<file path="src/logic/head_positioner.sv">
`timescale 1ns/1ps

module head_positioner (
	input  logic       clk,
	input  logic       clken,
	input  logic       reset_n,
	input  logic       restore,
	input  logic       seek,
	input  logic       step,
	input  logic       dir_given,
	input  logic       dir,
	input  logic [7:0] seek_target,
	output logic [7:0] head_track,
	output logic [7:0] next_track
);
	logic step_dir;  // 1 = outward, toward track 0
	logic eff_dir;

	// a step command may name its direction, otherwise the last one holds
	assign eff_dir = dir_given ? dir : step_dir;
	assign next_track = eff_dir ? head_track - 8'd1 : head_track + 8'd1;

	always_ff @(posedge clk or negedge reset_n) begin
		if (!reset_n) begin
			head_track <= 8'hff;  // unknown until a restore
			step_dir <= 1'b0;
		end else if (clken) begin
			if (restore) begin
				head_track <= 8'd0;
				step_dir <= 1'b1;  // restore moves outward
			end else if (seek) begin
				head_track <= seek_target;
				step_dir <= seek_target < head_track;
			end else if (step) begin
				head_track <= next_track;
				if (dir_given)
					step_dir <= dir;
			end
		end
	end

endmodule

</file>
<file path="config.mk">
export PLATFORM = sky130hd
export DESIGN_NAME = head_positioner
export DESIGN_NICKNAME = d
export VERILOG_FILES = /design/src/logic/head_positioner.sv
export SDC_FILE = /design/constraint.sdc
export NUM_CORES = 1
export LEC_CHECK = 0
export ABC_AREA = 1
export BUFFER_PORTS_ARGS = -buffer_cell sky130_fd_sc_hd__buf_2
export CORE_MARGIN = 2
export CORE_UTILIZATION = 56
export CTS_BUF_LIST = sky130_fd_sc_hd__clkbuf_2 sky130_fd_sc_hd__clkbuf_4 sky130_fd_sc_hd__clkbuf_8
export DETAILED_ROUTE_END_ITERATION = 7
export PLACE_DENSITY = 0.91
export RECOVER_POWER = 25
export SKIP_LAST_GASP = 1
export SLEW_MARGIN = 20
export SYNTH_ARGS = -nofsm -noshare
export SYNTH_HDL_FRONTEND = slang
export SYNTH_SLANG_ARGS = --single-unit
</file>
<file path="constraint.sdc">
create_clock -name clk -period 3.36 [get_ports clk]
set_clock_uncertainty 0.15 [all_clocks]
set_input_delay 0.168 -clock clk [delete_from_list [all_inputs] [get_ports clk]]
set_output_delay 0.168 -clock clk [all_outputs]
set_load 0.005 [all_outputs]
</file>
==> results by group <==
Worst hold path
  – Worst min-delay path startpoint: seek
  – Worst hold path type: in -> reg
  – Hold Path Sink: head_track[4]
  – Hold Path Stages: 3

Drt
  – M1 wire length: 1.07 mm
  – Max Used Layer: met4
  – Final wirelength: between 2 and 3 mm
  – Drt wl/cell: 12.7 µm
  – Antenna Violating Nets Remaining: 0
  – Vias per inst: about 5.4
  – Routed wl met3: 133 µm
  – DRC viols: 0
  – Metal2 WL: 1.35 mm
  – Starting DRT DRC Count: 36
  – DR pass1 iterations: 4
  – Via Count: 1104

STA
  – Highest clock rate: a little over 0.4 GHz
  – Setup violators final: 0
  – Measured slew at the worst slew-check pin: between 500 and 600 ps
  – RSZ-0062 raised after global routing: false
  – Fin crit share: about 73%
  – Final-report max-slew violation count: 0
  – TNS Setup: 0 ps
  – Slew HR: ~65%
  – Final Hold Fails: 0
  – Min cycle time layout: 2460 ps

Floorplan
  – Core Box Area: ~0.0017 mm²
  – FP Rows: 15
  – Die Span Y: roughly 46 µm
  – Die area: 0.00212 mm²
  – Initial Util: 58.6%
  – Die W: 46.0 µm
  – Num ports: 32

Job
  – Max-cap violations: 0

Synth
  – Register area share after synthesis: 23.8%
  – Syn Inst Count: 153
  – Post-Syn Area per Cell: 6.47 µm²
  – #FFs+latches synth: 9
  – Synth top area cells: dfstp_2, nand2_1, ha_1
  – Synth Net Count: around 180
  – Post-synth top area cell: dfstp_2
  – Post-synthesis async set-or-reset flop share: 100%
  – Top-area cell type share of the netlist area: 21.2%
  – Top-count cell post-synth: nand2_1
  – Yosys warns: 0
  – Post-Syn Area: 990 µm²
  – Distinct cells, synth: 20
  – Top_reg_cell synth: dfstp_2
  – Synth top cells by count: nand2_1, inv_1, nor2_1
  – Post-synth EDFFs: 0

Placed design
  – Input/output buffers: 31
  – Post-placement cell area: 0.00116 mm²
  – Cells after DPL: 200
  – DP HPWL: 2.00 mm
  – GPL Wtd Cong: 0.831

Worst setup path
  – CP Class: reg -> out
  – Critical Path Fanout Max: 8
  – CP Buf/Inv Count: 2
  – CP endpoint kind: output port
  – R2r setup slk: 1250 ps
  – CP startpoint kind: flip-flop
  – Cells along the critical path: nand2_1 -> nand2_1 -> ha_1 -> nand2_1 -> inv_1 -> a21oi_1 -> nand2_1 -> nand2_1 -> nand2_1 -> buf_2
  – R2r endpoint: head_track[7]
  – Crit-path leading delay family: simple AND/OR/NAND/NOR gates
  – Slowest-stage cell, CP: ha_1
  – FF-to-FF path depth: 11
  – Most common cell on crit path: nand2_1
  – CP required: 3040 ps
  – Critical Path Max Stage Delay: 420 ps
  – FF-to-FF Start: step_dir
  – Crit path DAT: 2140 ps

CTS
  – Root cell of the clock tree: clkbuf_4
  – Number of H-tree levels: 1
  – Clock-pin transition on the worst setup and hold timing paths: approximately 70 ps
  – CTS max path bufs: 2
  – Total CTS buffers: 3
  – Skew-Pair Late Insertion Delay: 280 ps
  – CTS tree: yes
  – Clock sinks: 9

Power
  – VDD IR max: between 0.0002 and 0.0003 V
  – LEAKAGE: 0.733 nW
  – Power Density: 480 mW/mm²
  – Total power after layout: 577 µW

Global routing
  – Initial antenna violation count: 0
  – Largest net degree at the start of global routing: 15
  – Grt ovf: 0
  – Vias in the first global route: 1011
  – GRT Overall Usage: 28.1%
  – First-pass GRT wire length: about 4.2 mm

Layout
  – Nets@finish: 219
  – Fillers: 142
  – Area of the multi-input gates: 642 µm²
  – Layout area overhead: 21.4%
  – Share of post-route cells with drive strength above 1: 24.5%
  – FF+latch area: between 200 and 250 µm²
  – Non-filler cells, final: 205
  – Final design area excluding fillers: around 0.0012 mm²
  – Antenna cells: 0

Outcome
  – Status: completed
[cells by family after synthesis]
group / Yosys count / share of synthesized area (%)
and+or+nand+nor: 78 / 32.0
buffers and inverters: 30 / 11.4
AOI/OAI and AO/OA: 18 / 10.6
adders and majority gates: 14 / 18.5
DFF: 9 / 23.8
xor gates and xnor gates: 2 / 1.77
muxes: 2 / 2.02
[registers in the layout, indices dropped and copies added, names as in the netlist]
name / count
head_track: 8
step_dir: 1
[cells in the final DEF (no fill, tap or decap)]
cell / n
fa_1: 1
nor2_1: 14
dfrtp_1: 1
o21ai_0: 2
dfstp_2: 8
nand3_1: 11
o21ai_1: 3
inv_1: 28
clkbuf_4: 4
dlygate4sd3_1: 1
mux2i_1: 2
inv_2: 1
nand2_4: 1
buf_2: 30
clkbuf_1: 1
a21oi_4: 1
xnor2_1: 1
ha_1: 13
a21oi_1: 9
xor2_1: 1
nand2_1: 51
o22ai_1: 3
nor2_2: 1
[what timing repair did]
action	in CTS	in global routing
hold buffers	1	0
gates resized for setup	0	0
hold endpoints to repair	9	0
setup endpoints to repair	0	0
setup buffers	0	0
[layout make-up]
type / count / share of cell area [%]
repair buffers: 32 / 13.6
inverters: 29 / 9.06
clock buffers: 4 / 2.50
multi-input cells: 114 / 53.4
flip-flops and latches: 9 / 19.6
well taps: 17 / 1.77
[report_power, final]
part	switching [mW]	internal, mW	leakage (nW)
Clock	0.0453	0.0542	0.0184
Sequential	0.0200	0.138	0.0938
Combinational	0.186	0.134	0.621
Total	0.251	0.326	0.733
[worst max-delay path by stage]
stage,from,end,depth (start not counted)
after global placement,step_dir,next_track[6],10
after global routing,step_dir,next_track[3],8
after detailed placement,step_dir,next_track[7],10
after CTS,step_dir,next_track[7],10
final,step_dir,next_track[7],10
after floorplan,step_dir,head_track[6],11
[per-stage QoR]
step / worst slack (ps) / hold slack (ps) / util (%)
after floorplan: 1580 / -278 / -
after global placement: 1370 / -118 / 68.8
after detailed placement: 1230 / -116 / 68.8
after CTS: 925 / 48.8 / 71.2
after global routing: 739 / 53.1 / 71.1
final: 903 / 44.2 / 71.1
[worst min-delay path: cells and delay by family]
kind	cells	cell delay [ps]
AO/OA/AOI/OAI	2	130
buffers and inverters	1	130
[per-layer routing]
metal	global-route usage, %	vias to the layer above
li1	-	554
met1	33.4	506
met2	50.6	37
met3	3.97	7
met4	9.71	0
met5	0	-
Note: power is estimated with default switching activity, not from simulation.
