### config.mk
export PLATFORM = sky130hd
export DESIGN_NAME = disk_image_server
export DESIGN_NICKNAME = d
export VERILOG_FILES = /design/src/logic/fdc_pkg.sv /design/src/logic/disk_image_server.sv
export SDC_FILE = /design/constraint.sdc
export NUM_CORES = 1
export LEC_CHECK = 0
export ABC_AREA = 1
export BUFFER_PORTS_ARGS = -buffer_cell sky130_fd_sc_hd__buf_2
export CAP_MARGIN = 20
export CELL_PAD_IN_SITES_DETAIL_PLACEMENT = 1
export CELL_PAD_IN_SITES_GLOBAL_PLACEMENT = 2
export CORE_MARGIN = 2
export CORE_UTILIZATION = 29
export DETAILED_ROUTE_END_ITERATION = 7
export PLACE_DENSITY = 0.87
export SLEW_MARGIN = 10
export SYNTH_ARGS = -nofsm -noshare
export SYNTH_HDL_FRONTEND = slang
export SYNTH_SLANG_ARGS = --single-unit
### constraint.sdc
create_clock -name clk -period 1.85 [get_ports clk]
set_input_delay 0.37 -clock clk [delete_from_list [all_inputs] [get_ports clk]]
set_output_delay 0.37 -clock clk [all_outputs]
set_load 0.05 [all_outputs]
### src/logic/fdc_pkg.sv
package fdc_pkg;

	// host register map, 3-bit address
	localparam logic [2:0] a_command_status = 3'd0; // command on write, status on read
	localparam logic [2:0] a_track          = 3'd1;
	localparam logic [2:0] a_sector         = 3'd2;
	localparam logic [2:0] a_data           = 3'd3;

	// command byte sent to the image server
	localparam logic [7:0] cmd_read = 8'h10; // bit 0 carries the side
	localparam logic [7:0] cmd_ack  = 8'h80;
	localparam logic [7:0] cmd_idle = 8'h00;

	// image server status bits
	localparam int ws_done = 0;
	localparam int ws_ok   = 1; // only meaningful with ws_done

	// status register bits
	localparam int sb_busy     = 0;
	localparam int sb_drq      = 1; // index pulse on type I commands
	localparam int sb_track0   = 2;
	localparam int sb_notfound = 4;
	localparam int sb_headload = 5;

	// disk geometry
	localparam logic [15:0] sector_size       = 16'd512;
	localparam logic [7:0]  sectors_per_track = 8'd10; // sectors numbered from 1
	localparam logic [7:0]  track_count       = 8'd80;

	// sector buffer address width
	localparam int buff_addr_w = 9;

	// Image content rule for the emulated disk:
	// byte i of a sector = i[7:0] ^ sector ^ head track,
	// with bit 7 flipped on side 1.
	// Only the image server generates it.

endpackage

### src/logic/disk_image_server.sv
`timescale 1ns/1ps

module disk_image_server import fdc_pkg::*; (
	input  logic                   clk,
	input  logic                   reset_n,
	input  logic [7:0]             cpu_command,
	input  logic [7:0]             sector,
	input  logic [7:0]             head_track,
	output logic [7:0]             cpu_status,
	output logic                   wr_en,
	output logic [buff_addr_w-1:0] wr_addr,
	output logic [7:0]             wr_data
);
	typedef enum logic [1:0] {
		sv_idle,
		sv_fill,
		sv_report
	} state_t;

	state_t                 state;
	logic [buff_addr_w-1:0] count;  // byte being written
	logic                   side;
	logic                   done;
	logic                   ok;
	logic                   request;
	logic                   valid;
	logic [7:0]             pattern;

	assign request = cpu_command[7:1] == cmd_read[7:1];  // either side
	assign valid = sector != 8'd0 && sector <= sectors_per_track &&
		head_track < track_count;

	// sector content, see the package for the rule
	assign pattern = count[7:0] ^ sector ^ head_track ^ {side, 7'b0};

	always_comb begin
		cpu_status = '0;
		cpu_status[ws_done] = done;
		cpu_status[ws_ok] = ok;
	end

	always_ff @(posedge clk or negedge reset_n) begin
		if (!reset_n) begin
			state <= sv_idle;
			count <= '0;
			side <= 1'b0;
			done <= 1'b0;
			ok <= 1'b0;
			wr_en <= 1'b0;
		end else begin
			case (state)
			sv_idle: begin
				if (request) begin
					side <= cpu_command[0];
					count <= '0;
					ok <= valid;
					// a bad request goes straight to report
					state <= valid ? sv_fill : sv_report;
				end
			end
			sv_fill: begin
				wr_en <= 1'b1;
				count <= count + 1'b1;
				if (&count)
					state <= sv_report;
			end
			sv_report: begin
				wr_en <= 1'b0;  // last byte lands on this edge
				done <= 1'b1;
				if (done && cpu_command == cmd_ack) begin
					done <= 1'b0;
					ok <= 1'b0;
					state <= sv_idle;
				end
			end
			default: state <= sv_idle;
			endcase
		end
	end

	// address and data line up with wr_en
	always_ff @(posedge clk) begin
		wr_addr <= count;
		wr_data <= pattern;
	end

endmodule

==> results of run 1 <==
## layout make-up
type	instances	area (µm²)
Tap cell	72	90.09
Clock inverter	1	5.005
Timing Repair Buffer	47	240.2
Fill cell	669	3490
Sequential cell	32	716.9
Inverter	24	90.09
Clock buffer	7	76.32
Multi-Input combinational cell	121	730.7
## cells by family after synthesis
group / share of synthesized area, %
xor+xnor: 9.737
simple gates: 24.81
other cells: 0.2316
buf+inv: 11.82
flops: 44.20
fa+ha+maj: 3.864
compound gates: 5.332
## worst max-delay path: stages, from the launching register on
cell and delay, ns:
dfrtp_2 0.42, ha_1 0.21, nand3_1 0.12, nor4_1 0.21
ha_1 0.20, nor2_1 0.04, inv_1 0.04, nand3_1 0.13
nand2_1 0.11, nand2_1 0.05
## metal layers
layer  GRT usage [%]  vias up
li1                -      652
met1           16.09      596
met2           20.77       36
met3           3.977        8
met4           5.789        0
met5               0        -
## power breakdown
part           total (mW)  leakage [nW]  switching, mW  internal [mW]
sequential          0.823         0.339         0.0427          0.781
combinational       0.661         0.590          0.491          0.170
clock               0.510        0.0422          0.247          0.264
## synthesized netlist by cell type (all sizes together)
cell	n
ha	5
o21ai	10
xnor2	12
dfxtp	17
a21oi	2
nor2	17
nand3b	1
nand3	17
nand2	38
xor2	6
conb	1
dfrtp	15
clkbuf	1
buf	10
nand4	5
nor4	1
o21a	1
inv	24
## registers in the layout (all words and copies together), names as in the netlist
| name | flops |
|---|---|
| done | 1 |
| side | 1 |
| wr_addr | 9 |
| wr_data | 8 |
| count | 9 |
| state | 2 |
| wr_en | 1 |
| ok | 1 |
## worst paths after layout
check / slack (ns) / from / end
min in group clk: 0.27 / head_track[1] / wr_data[1]$_DFF_P_
max in group asynchronous: 1.57 / reset_n / count[1]$_DFFE_PN0P_
setup reg to reg: 0.22 / count[1]$_DFFE_PN0P_ / state[1]$_DFFE_PN0P_
setup / recovery: 0.22 / count[1]$_DFFE_PN0P_ / state[1]$_DFFE_PN0P_
hold reg to reg: 0.41 / count[8]$_DFFE_PN0P_ / wr_addr[8]$_DFF_P_
hold / removal: -0.009 / reset_n / count[2]$_DFFE_PN0P_
## through the flow
step	hold WS, ns	util, %	std cells
detailed placement	0.3089	34.32	296
finish	-0.008654	35.84	304
floorplan	0.07441	-	188
global placement	0.3062	34.32	296
CTS	0.002270	35.82	304
global route	0.007248	35.84	304
==> summary.md, run 1 <==
| Metric | Value |
|---|---|
| Synth unique cells | 28 |
| Post-synthesis sequential area ratio | about 44% |
| Worst-skew pair later-pin latency | 0.28 ns |
| F_max | approximately 0.6 GHz |
| Fin Setup TNS | 0 ns |
| GRT overflow | 0 |
| Detail Route Antenna Nets | 0 |
| Drt first pass iters | 4 |
| Crit path time final | between 1.5 and 2 ns |
| Starting Density | between 20% and 30% |
| CTS resizes | 0 |
| Hold WC Path Type | in2async |
| Routed wl met3 | approximately 210 µm |
| Critical Path RT | ~2.0 ns |
| Critical Path Source Type | flop |
| Clk_skew | 0.006443 ns |
| Synth Instances | 183 |
| Antenna Cells | 0 |
| Pleak | between 0.9 and 1 nW |
| Post-synth top area share | 23.18% |
| Pwr dens | a little over 1000 nW/µm² |
| Synth top area cells | dfrtp_1 (23%), dfxtp_1 (21%), nand2_1 (7.7%) |
| Peak VDD IR | approximately 0.00055 V |
| Worst Setup End Kind | flop |
| CP Data Arrival Time | about 1.8 ns |
| Slew Viols, Final | 0 |
| Max cap viols | 0 |
| Vias in the first global route | ~1300 |
| I/O Pins | 52 |
| Share of layout cells above drive strength 1 | between 30 and 40% |
| DRC violation count after routing | 0 |
| Commonest non-fill, non-tap cell in the layout | buf_2 |
| Pre-CTS WS | roughly 0.18 ns |
| Gpl congestion | between 0.7 and 0.8 |
| Largest net degree at the start of global routing | 16 |
| Final Cycle Share | about nine tenths |
| Final Setup Violations | 0 |
| Drt initial violations | about 40 |
| Core ar. | around 5400 µm² |
| Cell area after layout | between 1500 and 2000 µm² |
| Setup Fix Bufs, Post-CTS | 0 |
| Area Growth Syn to Fin | 20.40% |
| Mapped Area | roughly 1600 µm² |
| Die area | a little over 6000 µm² |
| Outcome | complete, but fails checks |
| First-pass GRT wire length | between 6000 and 7000 µm |
| CTS buffer count | 5 |
| Hold_ws | -0.008654 ns |
| Commonest non-fill, non-tap cells in the layout | buf_2 (45), nand2_1 (33), inv_1 (23) |
| Worst Setup Path Type | reg2reg |
| Met2 Wirelength | roughly 1700 µm |
| Antenna violations before repair | 0 |
| DR WL/cell | 11.79 µm |
| Reg clk slew, reported paths | about 0.070 ns |
| Final Power | 1.994 mW |
| Top Metal Used | met4 |
| Vert. Die Dim | between 70 and 80 µm |
| Post-DP HPWL | 2861 µm |
| Synth area leader | dfrtp_1 |
| Yosys warnings | 0 |
| CTS Hold Bufs | 0 |
| Final net count | approximately 260 |
| Vias/cell | around 4.3 |
| IO buf count | 45 |
| Synth Register Bits | 32 |
| Die width | just under 80 µm |
| Avg Cell Area, Syn | 8.847 µm² |
| Final Hold Viols | 15 |
| Global-route usage over all layers | about an eighth |
| Via Count | 1292 |
| Worst setup margin | around 0.22 ns |
| Post-DP Area | 1867 µm² |
| Final WL | 3583 µm |
| Met1 Wirelength | between 1500 and 2000 µm |
| H-tree depth | 2 |
| CTS tree | yes |
| RSZ-0062 raised after global routing | false |
| R2R cell count | 9 |
| CTS root buffer | clkbuf_8 |
| CTS Buffer Depth | 2 |
| Clock sink count | 32 |
| Site Rows | 27 |
| Worst-path maximum fanout | 6 |
| Violated checks | hold timing |
Power figures use the tool's default switching activity.
==> run 2, diff against run 1 <==
--- a/config.mk
+++ b/config.mk
@@ -5,7 +5,6 @@
 export SDC_FILE = /design/constraint.sdc
 export NUM_CORES = 1
 export LEC_CHECK = 0
-export ABC_AREA = 1
 export BUFFER_PORTS_ARGS = -buffer_cell sky130_fd_sc_hd__buf_2
 export CAP_MARGIN = 20
 export CELL_PAD_IN_SITES_DETAIL_PLACEMENT = 1
@@ -13,7 +12,7 @@
 export CORE_MARGIN = 2
 export CORE_UTILIZATION = 29
 export DETAILED_ROUTE_END_ITERATION = 7
-export PLACE_DENSITY = 0.87
+export PLACE_DENSITY = 0.85
 export SLEW_MARGIN = 10
 export SYNTH_ARGS = -nofsm -noshare
 export SYNTH_HDL_FRONTEND = slang
==> run 2 against run 1 <==
The flow now finishes without violations. Highest routed layer unchanged. Flip-flop and latch count is the same. Die area is 7.9% lower. Non-clock buffer count grew 22. Power increased by 24%.
==> summary.md, run 2 <==
| Metric | Value |
|---|---|
| Outcome | finished clean (was complete, but fails checks) |
| Final Setup Violations | 0 (unchanged) |
| CTS Buffer Depth | 2 (unchanged) |
| Final WL | 4014 µm (was 3583 µm) |
| Via Count | 1297 (was 1292) |
| Final net count | 239 (was 262) |
| Cell area after layout | 2093 µm² (was 1949 µm²) |
| GR peak layer | met2 (unchanged) |
| Multi-input gate area | 730.7 µm² (unchanged) |
| Vias/cell | 4.649 (was 4.250) |
| Buf+Inv Stages, Crit Path | 3 (was 1) |
| GRT overflow | 0 (unchanged) |
| # fillers | 597 (was 669) |
| Critical Path Source Type | flop (unchanged) |
| Vias in the first global route | 1331 (was 1343) |
| HP Start | sector[1] |
| Worst-path maximum fanout | 5 (was 6) |
| Hold EP | wr_data[1]$_DFF_P_ |
| Post-DP Area | 1899 µm² (was 1867 µm²) |
| R2R Path Start | state[1]$_DFFE_PN0P_ (was count[1]$_DFFE_PN0P_) |
| Die area | 5710 µm² (was 6197 µm²) |
| Site Rows | 26 (was 27) |
| Post-synthesis sequential area ratio | 48.19% (was 44.20%) |
| Gpl congestion | 0.7936 (was 0.7740) |
| Mapped Area | 1485 µm² (was 1619 µm²) |
| Top_reg_cell synth | dfxtp_1 (unchanged) |
| Vert. Die Dim | 75.57 µm (was 78.72 µm) |
| Top flop regs | count (9), wr_addr (9), wr_data (8) (unchanged) |
| IO buf count | 45 (unchanged) |
| Yosys warnings | 0 (unchanged) |
| RSZ-0062 raised after global routing | true (was false) |
| Hold WC Path Type | in2reg (was in2async) |
| Hold_ws | 0.3175 ns (was -0.008654 ns) |
| FF-to-FF End | count[6]$_DFFE_PN0P_ (was state[1]$_DFFE_PN0P_) |
| Largest net degree at the start of global routing | 16 (unchanged) |
| CP delay by family, top | simple AND/OR/NAND/NOR gates (unchanged) |
| Final Cycle Share | 97.21% (was 88.22%) |
| Synth unique cells | 40 (was 28) |
| Met3 Resource Use GR | 4.762% (was 3.977%) |
| DRC violation count after routing | 0 (unchanged) |
| First-pass GRT wire length | 6230 µm (was 6258 µm) |
| CTS root buffer | clkbuf_8 (unchanged) |
| Crit path time final | 1.798 ns (was 1.632 ns) |
| Layout Utilization | 41.78% (was 35.84%) |
| I/O Pins | 52 (unchanged) |
| Worst setup margin | 0.05155 ns (was 0.2179 ns) |
| Detail Route Antenna Nets | 0 (unchanged) |
| Hold Path Depth | 2 |
| H-tree depth | 2 (unchanged) |
| Number of synthesized flops with an enable pin | 0 (unchanged) |
| Area Growth Syn to Fin | 40.94% (was 20.40%) |
| FF+latch area | 715.7 µm² (was 716.9 µm²) |
| Avg Cell Area, Syn | 10.68 µm² (was 8.847 µm²) |
| Slew @ Worst Pin | around 0.51 ns |
| Synth Instances | 139 (was 183) |
| Drt first pass iters | 4 (unchanged) |
| CTS buffer count | 5 (unchanged) |
| Slew Viols, Final | 0 (unchanged) |
| Post-synth ARST share | 46.88% (unchanged) |
| Critical path, cell by cell | inv_1 -> ha_4 -> inv_2 -> a41oi_2 -> buf_4 -> or4b_2 -> a21oi_2 (was ha_1 -> nand3_1 -> nor4_1 -> ha_1 -> nor2_1 -> inv_1 -> nand3_1 -> nand2_1 -> nand2_1) |
| CTS tree | yes (unchanged) |
| Worst Setup End Kind | flop (unchanged) |
| Pwr dens | 1184 nW/µm² (was 1023 nW/µm²) |
| Core ar. | 5010 µm² (was 5439 µm²) |
| Clk_skew | 0.002219 ns (was 0.006443 ns) |
| Clock sink count | 32 (unchanged) |
| Post-synth top area share | 25.27% (was 23.18%) |
| Synth top area cells | dfrtp_1 (25%), dfxtp_1 (23%), xnor2_1 (9.4%) (was dfrtp_1 (23%), dfxtp_1 (21%), nand2_1 (7.7%)) |
| CP max stage delay | 0.65 ns (was 0.42 ns) |
| Peak VDD IR | 0.0004122 V (was 0.0005542 V) |
| Drt initial violations | 28 (was 41) |
| Worst-skew pair later-pin latency | 0.28 ns (about the same) |
| Starting Density | 29.65% (was 29.77%) |
| R2R cell count | 7 (was 9) |
| Commonest non-fill, non-tap cells in the layout | buf_2 (45), buf_4 (22), dfxtp_1 (17) (was buf_2 (45), nand2_1 (33), inv_1 (23)) |
| Grt met1 use | 18.15% (was 16.09%) |
| FF-to-FF setup slack | 0.05 ns (was 0.22 ns) |
| Fin Setup TNS | 0 ns (unchanged) |
| Pre-CTS WS | -0.1051 ns (was 0.1769 ns) |
| Commonest non-fill, non-tap cell in the layout | buf_2 (unchanged) |
| F_max | 0.5560 GHz (was 0.6127 GHz) |
| Max cap viols | 0 (unchanged) |
| Final Hold Viols | 0 (was 15) |
| Global-route usage over all layers | 14.69% (was 12.98%) |
| Top cells by count, synth | dfxtp_1 (17), xnor2_1 (16), dfrtp_1 (15) (was nand2_1 (33), inv_1 (23), dfxtp_1 (17)) |
| Top-count cell post-synth | dfxtp_1 (was nand2_1) |
| Pleak | 0.9701 nW (was 0.9712 nW) |
| Post-DP HPWL | 3052 µm (was 2861 µm) |
| Max-slew headroom | between 60% and 70% |
| Worst Setup Path Type | reg2reg (unchanged) |
| GRT met2 Usage | 23.96% (was 20.77%) |
| Reg clk slew, reported paths | 0.06 ns (was 0.07 ns) |
| Critical Path RT | 2.07 ns (was 2.02 ns) |
| Share of layout cells above drive strength 1 | 45.45% (was 31.03%) |
| DR WL/cell | 14.39 µm (was 11.79 µm) |
| Antenna violations before repair | 0 (unchanged) |
| CP Data Arrival Time | 2.01 ns (was 1.80 ns) |
| Antenna Cells | 0 (unchanged) |
| Synth area leader | dfrtp_1 (unchanged) |
| Synth Register Bits | 32 (unchanged) |
| Die width | 75.57 µm (was 78.72 µm) |
| Slowest CP cell | or4b_2 (was dfrtp_2) |
run 2: cell types whose count changed in the layout (fill, tap and decap cells not counted), sizes merged, moves of 4 or more:
cell   before  now
nand2      38    4
o41ai       0    4
xnor2      12   16
xor2        6    1
nor2       17    8
mux2        0    4
inv        24    7
nand4       5    1
buf        47   67
nand3      17    5
o21ai      10    2
run 2: worst max-delay path by stage:
stage	slack (ns)	depth (start not counted)	start	to
after floorplan	0.08	7	state[0]$_DFFE_PN0P_	count[5]$_DFFE_PN0P_
after global placement	-0.05	6	cpu_command[1]	count[6]$_DFFE_PN0P_
after detailed placement	-0.11	4	sector[5]	state[0]$_DFFE_PN0P_
after CTS	0.04	7	state[0]$_DFFE_PN0P_	count[6]$_DFFE_PN0P_
after global routing	-0.02	7	state[1]$_DFFE_PN0P_	count[6]$_DFFE_PN0P_
final	0.05	7	state[1]$_DFFE_PN0P_	count[6]$_DFFE_PN0P_
run 2: where the power goes:
group / total, mW / switching [mW] / leakage, nW / internal [mW]
Sequential: 0.807 / 0.0377 / 0.339 / 0.769
Clock: 0.670 / 0.249 / 0.0627 / 0.420
Combinational: 1.00 / 0.610 / 0.568 / 0.393
run 2: metal layers:
layer / wire [µm] / part of all wire, %
met1: 1803 / 45
met2: 1917 / 48
met3: 240 / 6.0
met4: 52 / 1.3
met5: 0 / 0
run 2: final cells by class:
type,count,area share (%)
flip-flops and latches,32,34.19
clock buffers,8,5.798
multi-input cells,93,34.91
well taps,70,4.184
repair buffers,69,19.67
inverters,7,1.255
run 2: logic make-up (layout without fill, tap and decap cells):
family	count (synthesis)	count (layout)	share of synthesized area (%)
AND/OR/NAND/NOR	35	35	13.82
flip-flops	32	32	48.19
AO/OA/AOI/OAI	25	25	12.97
buffers and inverters	19	84	6.824
XOR/XNOR	17	17	10.03
adder cells (fa/ha/maj)	5	5	4.212
multiplexers	5	5	3.707
other	1	6	0.2525
run 2: through the flow:
step | total power [mW] | std cells
2_1_floorplan | 1.393 | 144
3_3_place_gp | 1.678 | 268
3_5_place_dp | 1.703 | 268
4_1_cts | 2.403 | 277
5_1_grt | 2.630 | 279
6_report | 2.479 | 279
run 2: what timing repair did:
item / 4_1_cts / 5_1_grt
cloned: 0 / 1
hold buffers: 1 / 0
hold endpoints to repair: 8 / 0
setup buffers: 0 / 1
endpoints found under the setup margin: 2 / 4
gates resized for setup: 2 / 8
