### config.mk
export PLATFORM = sky130hd
export DESIGN_NAME = fdc_control
export DESIGN_NICKNAME = d
export VERILOG_FILES = /design/src/logic/fdc_pkg.sv /design/src/logic/fdc_control.sv
export SDC_FILE = /design/constraint.sdc
export NUM_CORES = 1
export LEC_CHECK = 0
export CORE_MARGIN = 10
export CORE_UTILIZATION = 58
export CTS_CLUSTER_SIZE = 12
export DETAILED_ROUTE_END_ITERATION = 16
export DONT_BUFFER_PORTS = 1
export PLACE_DENSITY = 0.77
export SETUP_SLACK_MARGIN = 0.4
export SYNTH_ARGS = -nofsm -noshare
export SYNTH_HDL_FRONTEND = slang
export SYNTH_SLANG_ARGS = --single-unit
### constraint.sdc
create_clock -name clk -period 2.9 [get_ports clk]
set_clock_uncertainty 0.05 [all_clocks]
set_input_delay 0.435 -clock clk [delete_from_list [all_inputs] [get_ports clk]]
set_output_delay 0.435 -clock clk [all_outputs]
set_load 0.02 [all_outputs]
### src/logic/fdc_pkg.sv
package fdc_pkg;

	// host register map, 3-bit address
	localparam logic [2:0] a_command_status = 3'd0; // command on write, status on read
	localparam logic [2:0] a_track          = 3'd1;
	localparam logic [2:0] a_sector         = 3'd2;
	localparam logic [2:0] a_data           = 3'd3;

	// command byte sent to the image server
	localparam logic [7:0] cmd_read = 8'h10; // bit 0 carries the side
	localparam logic [7:0] cmd_ack  = 8'h80;
	localparam logic [7:0] cmd_idle = 8'h00;

	// image server status bits
	localparam int ws_done = 0;
	localparam int ws_ok   = 1; // only meaningful with ws_done

	// status register bits
	localparam int sb_busy     = 0;
	localparam int sb_drq      = 1; // index pulse on type I commands
	localparam int sb_track0   = 2;
	localparam int sb_notfound = 4;
	localparam int sb_headload = 5;

	// disk geometry
	localparam logic [15:0] sector_size       = 16'd512;
	localparam logic [7:0]  sectors_per_track = 8'd10; // sectors numbered from 1
	localparam logic [7:0]  track_count       = 8'd80;

	// sector buffer address width
	localparam int buff_addr_w = 9;

	// Image content rule for the emulated disk:
	// byte i of a sector = i[7:0] ^ sector ^ head track,
	// with bit 7 flipped on side 1.
	// Only the image server generates it.

endpackage

### src/logic/fdc_control.sv
`timescale 1ns/1ps

module fdc_control import fdc_pkg::*; (
	input  logic                   clk,
	input  logic                   clken,
	input  logic                   reset_n,
	input  logic                   rd,
	input  logic                   wr,
	input  logic [2:0]             addr,
	input  logic [7:0]             idata,
	output logic [7:0]             odata,
	output logic                   restore,
	output logic                   seek,
	output logic                   step,
	output logic                   dir_given,
	output logic                   dir,
	output logic [7:0]             seek_target,
	input  logic [7:0]             head_track,
	input  logic [7:0]             next_track,
	output logic [7:0]             cpu_command,
	input  logic [7:0]             cpu_status,
	output logic [7:0]             sector,
	output logic                   buff_rd_en,
	output logic [buff_addr_w-1:0] buff_rd_addr,
	input  logic [7:0]             buff_rd_data,
	output logic [7:0]             status,
	output logic                   irq,
	output logic                   drq
);
	typedef enum logic [1:0] {
		st_ready,
		st_wait_server,
		st_read_fetch,  // buffer read in flight
		st_read_data
	} state_t;

	state_t      state;
	logic [7:0]  track_reg;
	logic [15:0] byte_count;  // bytes left in the current sector
	logic [15:0] count_next;
	logic        side;
	logic        multi;
	logic        busy;
	logic        cmd_wr;

	assign busy = status[sb_busy];
	assign count_next = byte_count - 16'd1;

	// command register write accepted this cycle
	assign cmd_wr = clken && state == st_ready && !rd && wr &&
		addr == a_command_status && !busy;

	// head pulses leave in the same cycle as the command write
	assign restore = cmd_wr && idata[7:4] == 4'h0;
	assign seek = cmd_wr && idata[7:4] == 4'h1 && track_reg != head_track; // skip a null move
	assign step = cmd_wr && !idata[7] && idata[6:5] != 2'b00;  // commands 2 to 7
	assign dir_given = idata[6];
	assign dir = idata[5];
	assign seek_target = track_reg;

	always_ff @(posedge clk or negedge reset_n) begin
		if (!reset_n) begin
			state <= st_ready;
			track_reg <= '0;
			sector <= '0;
			status <= '0;
			irq <= 1'b0;
			drq <= 1'b0;
			odata <= '0;
			cpu_command <= cmd_idle;
			buff_rd_en <= 1'b0;
			buff_rd_addr <= '0;
			byte_count <= '0;
			side <= 1'b0;
			multi <= 1'b0;
		end else if (clken) begin
			case (state)
			st_ready: begin
				if (rd) begin
					case (addr)
					a_command_status: odata <= status;
					a_track:          odata <= track_reg;
					a_sector:         odata <= sector;
					a_data: begin
						if (drq) begin  // nothing to hand out otherwise
							buff_rd_en <= 1'b1;
							state <= st_read_fetch;
						end
					end
					default: ;
					endcase
				end else if (wr && !busy) begin
					// while busy every write is refused
					case (addr)
					a_track:  track_reg <= idata;
					a_sector: sector <= idata;
					a_command_status: begin
						case (idata[7:4])
						4'h0: begin  // restore
							track_reg <= '0;
							status <= '0;
							status[sb_drq] <= 1'b1;
							status[sb_track0] <= 1'b1;
							status[sb_headload] <= idata[3];
							irq <= 1'b1;
						end
						4'h1: begin  // seek to the track register
							status <= '0;
							status[sb_drq] <= 1'b1;
							status[sb_track0] <= track_reg == 8'd0;
							status[sb_headload] <= idata[3];
							irq <= 1'b1;
						end
						4'h2, 4'h3, 4'h4, 4'h5, 4'h6, 4'h7: begin
							if (idata[4])  // update flag
								track_reg <= next_track;
							status <= '0;
							status[sb_drq] <= 1'b1;
							status[sb_track0] <= next_track == 8'd0;
							status[sb_headload] <= idata[3];
							irq <= 1'b1;
						end
						4'h8, 4'h9: begin  // read sector, bit 4 = multi
							cpu_command <= cmd_read | {7'b0, idata[3]};
							status <= '0;
							status[sb_busy] <= 1'b1;
							irq <= 1'b0;
							side <= idata[3];
							multi <= idata[4];
							state <= st_wait_server;
						end
						default: ;  // write, read address, track ops, force int
						endcase
					end
					default: ;
					endcase
				end
			end
			st_wait_server: begin
				if (cpu_status[ws_done]) begin
					cpu_command <= cmd_ack;
					state <= st_ready;
					if (cpu_status[ws_ok]) begin
						status[sb_drq] <= 1'b1;
						drq <= 1'b1;
						byte_count <= sector_size;
						buff_rd_addr <= '0;
					end else begin
						status[sb_busy] <= 1'b0;
						status[sb_notfound] <= 1'b1;
						irq <= 1'b1;
						multi <= 1'b0;
					end
				end
			end
			st_read_fetch: begin
				buff_rd_en <= 1'b0;
				state <= st_read_data;
			end
			st_read_data: begin
				odata <= buff_rd_data;
				buff_rd_addr <= buff_rd_addr + 1'b1;
				byte_count <= count_next;
				state <= st_ready;
				if (count_next == 16'd0) begin
					drq <= 1'b0;
					status[sb_drq] <= 1'b0;
					if (multi && sector < sectors_per_track) begin
						// go on with the next sector, busy stays up
						sector <= sector + 8'd1;
						cpu_command <= cmd_read | {7'b0, side};
						state <= st_wait_server;
					end else begin
						status[sb_busy] <= 1'b0;
						irq <= 1'b1;
						multi <= 1'b0;
					end
				end
			end
			default: state <= st_ready;
			endcase
		end
	end

endmodule

==> flow_metrics.tcl, run 1 <==
set metrics [dict create \
    outcome "finished clean" \
    critPathCaptureType "flop" \
    dp_hpwl_mm 8.68 \
    clk_pin_slew_ps 80 \
    clkSinkCount 64 \
    drv_slew 0 \
    ios 105 \
    wl_mm 12.0 \
    r2r_slack_ps 110 \
    grt_pass1_wl_mm 19.7 \
    syn_area_per_cell_um2 8.27 \
    antenna_found_initial 0 \
    arrival_ps 2980 \
    fp.dieW_um 105 \
    max_slew_margin_pct 45.3 \
    finalSetupTns_ps 0 \
    cts_max_level 3 \
    irDropWorstVdd_mv 0.667 \
    crit_type "flop to flop" \
    critPathRequiredTime_ps 3090 \
    synth-seq-cells 64 \
    place.gp.congestion 0.934 \
    register_area_um2 1600 \
    cts_tree "yes" \
    drt-initial-drc-count 304 \
    clk-insertion-delay-late_ps 350 \
    cts_buffer_depth 2 \
    power_mw 4.91 \
    power_density_nw_per_um2 1000 \
    grt_pass1_vias 3820 \
    cap_violations 0 \
    rows 31 \
    worstSetupStartpointType "flop" \
    drtPass1Iterations 5 \
    synthFlopType "dfrtp_1" \
    p_leak_nw 2.03 \
    worst_pin_slew_ps 815 \
    start_util_pct 58.8 \
    fmax_ghz 0.358 \
    grt_overflow 0 \
    die_area_um2 11100 \
    ant_nets 0 \
    grt_usage_pct 21.4 \
    root_buffer "clkbuf_8" \
    min_period_ps 2790 \
    drive_above_1_share_pct 19.1 \
    grt_max_degree 65 \
    synthArstFlopShare_pct 100 \
    setup_viol 0 \
    finalHoldViolCount 0 \
    hold_slack_ps 172 \
    numPortBuffers 0 \
    synth_area_um2 4220 \
    dieHeight_um 105 \
    hold_path.class "input port to flop" \
    synth_edf_count 0 \
    route.detailed.drc 0 \
    diodes 0 \
    multi_input_area_um2 2520 \
    cts_buffers 9 \
    synth_cells 510 \
    seq_area_frac_synth_pct 38.0 \
    vias_per_cell 6.19 \
    fillers 542 \
    core_um2 7180 \
    finalNetCount 582 \
    ys_warn_count 0 \
    wl_per_cell_um 19.0 \
    min_period_over_period_pct 96.3 \
    area_growth_pct 15.8 \
    cp_max_fo 3 \
    vias 3893 \
    rsz0062_at_grt "yes" \
    ys_types 62 \
]
==> sequential cells by signal, indices dropped and copies added, names as in the netlist, 2 cells and up <==
signal,count
buff_rd_addr,9
state,2
status,5
odata,8
seek_target,8
sector,8
cpu_command,3
byte_count,16
==> metrics by stage <==
stage | area [µm²] | instances | setup WS [ps] | utilization (%)
after floorplan | 4330 | 517 | 86.5 | -
after global placement | 4410 | 597 | 117 | 61.5
after detailed placement | 4410 | 597 | 64.6 | 61.5
after CTS | 4810 | 626 | 121 | 67.1
after global routing | 4890 | 629 | 6.10 | 68.1
final | 4890 | 629 | 108 | 68.1
==> critical path, cell delays in order, from the launching register on <==
cell and delay, ps:
dfrtp_2 440, inv_4 70, ha_4 120, or3b_4 380
or4b_4 580, xnor2_4 240, buf_6 140, nand3_4 90
or4_1 410, and3_1 150
==> path summary, 6_finish.rpt <==
path                       cells after the start             end           from
setup / recovery                               9  cpu_command[0]  byte_count[1]
hold / removal                                 1       status[5]       idata[3]
setup reg to reg                               9  cpu_command[0]  byte_count[1]
hold reg to reg                                2           multi          multi
max in group asynchronous                      2           multi        reset_n
min in group asynchronous                      2   byte_count[2]        reset_n
==> synth_stat cells, drive strengths merged (2+ instances only) <==
master,n,share of area (%)
or4b,2,0.56
clkbuf,28,2.5
o41ai,2,0.42
mux2,8,2.1
o21bai,2,0.36
nor4b,2,0.42
xnor2,13,3.1
a22o,12,2.5
nor2b,4,0.59
o211ai,3,0.53
inv,19,1.7
o21ai,48,5.7
or3,3,0.56
nand2b,5,0.74
nand2,58,5.2
and2,5,0.74
or4,7,1.4
a21oi,33,3.9
nand3,14,1.7
o22ai,8,1.2
nor3,17,2.1
o21a,3,0.53
a311oi,2,0.42
or3b,2,0.42
o31ai,4,0.71
nor2,48,4.3
mux2i,5,1.2
nand4,7,1.0
a22oi,12,2.1
ha,9,2.7
dfrtp,64,38
a211oi,4,0.71
and3,3,0.45
nor4,11,1.8
nand3b,3,0.62
a21o,4,0.71
a31oi,8,1.2
buf,17,2.7
==> timing repair <==
| item | in CTS | in global routing |
|---|---|---|
| endpoints found under the setup margin | 15 | 17 |
| pin swaps | 22 | 12 |
| buffers inserted | 11 | 3 |
| hold buffers | 2 | 0 |
| resized for setup | 20 | 12 |
| hold endpoints to repair | 64 | 0 |
==> where the power goes <==
group | switching, mW | internal, mW
logic | 1.17 | 0.998
clock network | 0.384 | 0.421
registers | 0.714 | 1.22
total | 2.27 | 2.64
==> kinds of logic (layout without fill, tap and decap cells) <==
family	count (synthesis)	after routing	synth area share (%)
AND/OR/NAND/NOR	194	194	23.2
adder cells (fa/ha/maj)	9	9	2.67
AO/OA/AOI/OAI	151	151	22.5
buffers and inverters	64	77	6.91
XOR/XNOR	14	14	3.35
other	1	8	0.0889
multiplexers	13	13	3.32
flip-flops	64	64	38.0
==> area by class of cell <==
class	count	area share (%)
Tap cell	99	2.54
Multi-Input combinational cell	389	51.6
Sequential cell	64	32.8
Clock buffer	10	2.82
Timing Repair Buffer	42	7.30
Clock inverter	6	1.36
Inverter	19	1.56
==> placed cells by master (no fill, tap or decap), types with 3 or more instances in the layout <==
| cell type | n |
|---|---|
| buf_4 | 35 |
| nor3_1 | 14 |
| nand4_1 | 7 |
| clkinvlp_4 | 3 |
| o21a_1 | 3 |
| nand2_1 | 56 |
| ha_1 | 7 |
| inv_1 | 17 |
| a21o_1 | 4 |
| mux2_2 | 7 |
| o211ai_1 | 3 |
| conb_1 | 8 |
| dfrtp_1 | 62 |
| o22ai_1 | 8 |
| nor4_1 | 9 |
| a31oi_1 | 8 |
| a211oi_1 | 4 |
| o31ai_1 | 4 |
| a21oi_1 | 31 |
| and2_1 | 4 |
| a22o_1 | 12 |
| buf_6 | 5 |
| or4_1 | 4 |
| nor2_1 | 45 |
| nor2_4 | 3 |
| a22oi_1 | 12 |
| nand3_1 | 11 |
| nor2b_1 | 4 |
| clkbuf_8 | 10 |
| or4_4 | 3 |
| and3_1 | 3 |
| o21ai_1 | 3 |
| mux2i_1 | 5 |
| nand2b_1 | 5 |
| o21ai_0 | 44 |
| xnor2_1 | 12 |
==> layer usage <==
| metal | wire [µm] | vias up | global-route usage (%) |
|---|---|---|---|
| li1 | - | 1866 | - |
| met1 | 4620 | 1827 | 25.7 |
| met2 | 5740 | 175 | 34.1 |
| met3 | 1370 | 25 | 7.49 |
| met4 | 250 | 0 | 8.63 |
| met5 | 0 | - | 0 |
Power figures use the tool's default switching activity.
==> run 2: changes to the inputs <==
--- a/config.mk
+++ b/config.mk
@@ -5,6 +5,7 @@
 export SDC_FILE = /design/constraint.sdc
 export NUM_CORES = 1
 export LEC_CHECK = 0
+export ABC_AREA = 1
 export CORE_MARGIN = 10
 export CORE_UTILIZATION = 58
 export CTS_CLUSTER_SIZE = 12
==> flow_metrics.tcl, run 2 <==
set metrics [dict create \
    cts_max_level 3 \
    rows 30 \
    power_mw 4.77 \
    drt-initial-drc-count 341 \
    clkPwrFrac_pct 18.4 \
    cap_violations 0 \
    numPortBuffers 0 \
    p_leak_nw 2.09 \
    dp_hpwl_mm 8.90 \
    cts_buffer_depth 2 \
    grt_busiest_layer "met2" \
    finalNonFillerCells 666 \
    worstSetupStartpointType "flop" \
    worst_pin_slew_ps 569 \
    final_core_util_pct 65.6 \
    synthArstFlopShare_pct 100 \
    fp.dieW_um 105 \
    grt_overflow 0 \
    finalSetupTns_ps 0 \
    grt_pass1_vias 3812 \
    layout_commonest_cell "nand2_1" \
    ys_types 50 \
    clk_pin_slew_ps 70 \
    vias_per_cell 5.86 \
    finalInstanceArea_um2 4530 \
    syn_area_per_cell_um2 7.44 \
    place_inst 649 \
    place_area_um2 4230 \
    synth-compound-area-share_pct 15.1 \
    outcome "finished clean" \
    critPathRequiredTime_ps 2410 \
    antenna_found_initial 0 \
    largest_register_ffs 16 \
    synthXorXnorAreaFrac_pct 2.92 \
    place.gp.congestion 0.899 \
    ys_warn_count 0 \
    layout_common_cells "nand2_1 (126), nor2_1 (64), dfrtp_1 (64), inv_1 (57), o21ai_0 (33)" \
    route.detailed.drc 0 \
    wl_mm 11.7 \
    arrival_ps 1900 \
    seq_power_share_pct 38.1 \
    start_util_pct 60.9 \
    setup_viol 0 \
    setup_slack_ps 515 \
    netlist_top_cells_area "dfrtp_1 (38%), nand2_1 (11%), nor2_1 (5.9%)" \
    dieHeight_um 105 \
    core_um2 6910 \
    diodes 0 \
    root_buffer "clkbuf_8" \
    grt_max_degree 65 \
    die_area_um2 11100 \
    ios 105 \
    seq_area_frac_synth_pct 38.1 \
    rsz0062_at_grt "no" \
    synth_top_family_by_area "simple AND/OR/NAND/NOR gates" \
    min_period_over_period_pct 82.2 \
    switchingPower_mw 2.37 \
    cp_max_fo 8 \
    power_density_nw_per_um2 1050 \
    synth_common_cells "nand2_1 (126), nor2_1 (66), dfrtp_1 (64)" \
    grt_usage_pct 21.0 \
    clkSinkCount 64 \
    finalHoldViolCount 0 \
    groute.layer.met3.usage_pct 8.29 \
    fmax_ghz 0.419 \
    finalNetCount 623 \
    synth_area_um2 4200 \
    drv_slew 0 \
    synth_top_area_share_pct 38.1 \
    p_comb_share_pct 43.5 \
    synthMuxAreaShare_pct 0.506 \
    synth_cells 565 \
    vias 3905 \
    irDropWorstVdd_mv 0.544 \
    max_slew_margin_pct 61.8 \
    hold_slack_ps 187 \
    min_period_ps 2390 \
    synth.most_common_cell "nand2_1" \
    gr-usage-met2_pct 33.9 \
    switching_share_pct 49.7 \
    wl_per_cell_um 17.5 \
    regMostFlops "byte_count" \
    p_int_mw 2.40 \
    synthFlopType "dfrtp_1" \
    clk-insertion-delay-late_ps 350 \
    ant_nets 0 \
    drtPass1Iterations 6 \
    drive_above_1_share_pct 10.9 \
    yosys.area_share.simple_pct 31.5 \
    grt_pass1_wl_mm 19.2 \
    synth_edf_count 0 \
    grt_use_met1_pct 25.4 \
    yosysTopAreaCell "dfrtp_1" \
    cts_buffers 9 \
    synthAdderAreaFrac_pct 2.68 \
    synth-seq-cells 64 \
    cts_tree "yes" \
    hold_path.class "input port to flop" \
    reg_top3 "byte_count x16, buff_rd_addr x9" \
    critPathCaptureType "output pin" \
    post-place-ws_ps 509 \
    area_growth_pct 7.83 \
    crit_type "flop to output pin" \
]
-- run 2: changes by cell type after synthesis, moves of 11 or more --
| cell | change |
|---|---|
| nand2_1 | +68 |
| inv_1 | +39 |
| nor2_2 | +11 |
| a22o_1 | -11 |
| nor2_1 | +18 |
| a21oi_1 | -14 |
| nand4_1 | +11 |
| clkbuf_1 | -23 |
| xor2_1 | +12 |
| xnor2_1 | -11 |
| o21ai_0 | -14 |
-- run 2: worst paths after layout --
check	start	slack, ps	cells after the start	endpoint
min in group asynchronous	reset_n	560	2	byte_count[8]
hold reg to reg	multi	450	2	multi
max in group asynchronous	reset_n	1960	2	byte_count[13]
hold / removal	buff_rd_data[0]	190	2	odata[0]
setup reg to reg	state[0]	610	6	sector[2]
setup / recovery	state[0]	510	6	restore
-- run 2: final cells by class --
class,count,area (µm²)
Clock inverter,3,65.1
Multi-Input combinational cell,421,2290
Timing Repair Buffer,3,45.0
Inverter,67,253
Tap cell,96,120
Fill cell,608,2370
Sequential cell,64,1600
Clock buffer,12,155
-- run 2: cell families (layout without fill, tap and decap cells) --
logic type / Yosys count / count (layout)
xor+xnor: 14 / 14
compound gates: 103 / 103
buf+inv: 87 / 85
fa+ha+maj: 9 / 9
flops: 64 / 64
other cells: 1 / 8
simple gates: 285 / 285
mux: 2 / 2
-- run 2: critical path, cell delays in order (launching register included) --
cell	delay (ps)
dfrtp_1	430
inv_1	140
ha_4	210
inv_1	140
nor2_4	170
nand3_1	220
nor2_4	230
-- run 2: per-layer routing --
| layer | up-vias | wire length (µm) |
|---|---|---|
| met5 | - | 0 |
| met3 | 25 | 1240 |
| met2 | 185 | 5680 |
| met4 | 0 | 181 |
| met1 | 1817 | 4580 |
| li1 | 1878 | - |
-- run 2: power groups by stage --
| stage | Combinational (mW) | Clock (mW) | Sequential (mW) |
|---|---|---|---|
| 2_1_floorplan | 1.66 | 0 | 1.68 |
| 3_3_place_gp | 1.90 | 0 | 1.83 |
| 3_5_place_dp | 1.98 | 0 | 1.84 |
| 4_1_cts | 2.03 | 0.891 | 1.82 |
| 5_1_grt | 2.38 | 0.918 | 1.86 |
| 6_report | 2.07 | 0.879 | 1.82 |
-- run 2: what timing repair did --
item	4_1_cts	5_1_grt
endpoints found under the setup margin	3	28
gates resized for setup	4	7
endpoints found under the hold margin	64	0
setup buffers	0	0
hold buffers	2	0
pin swaps	0	0
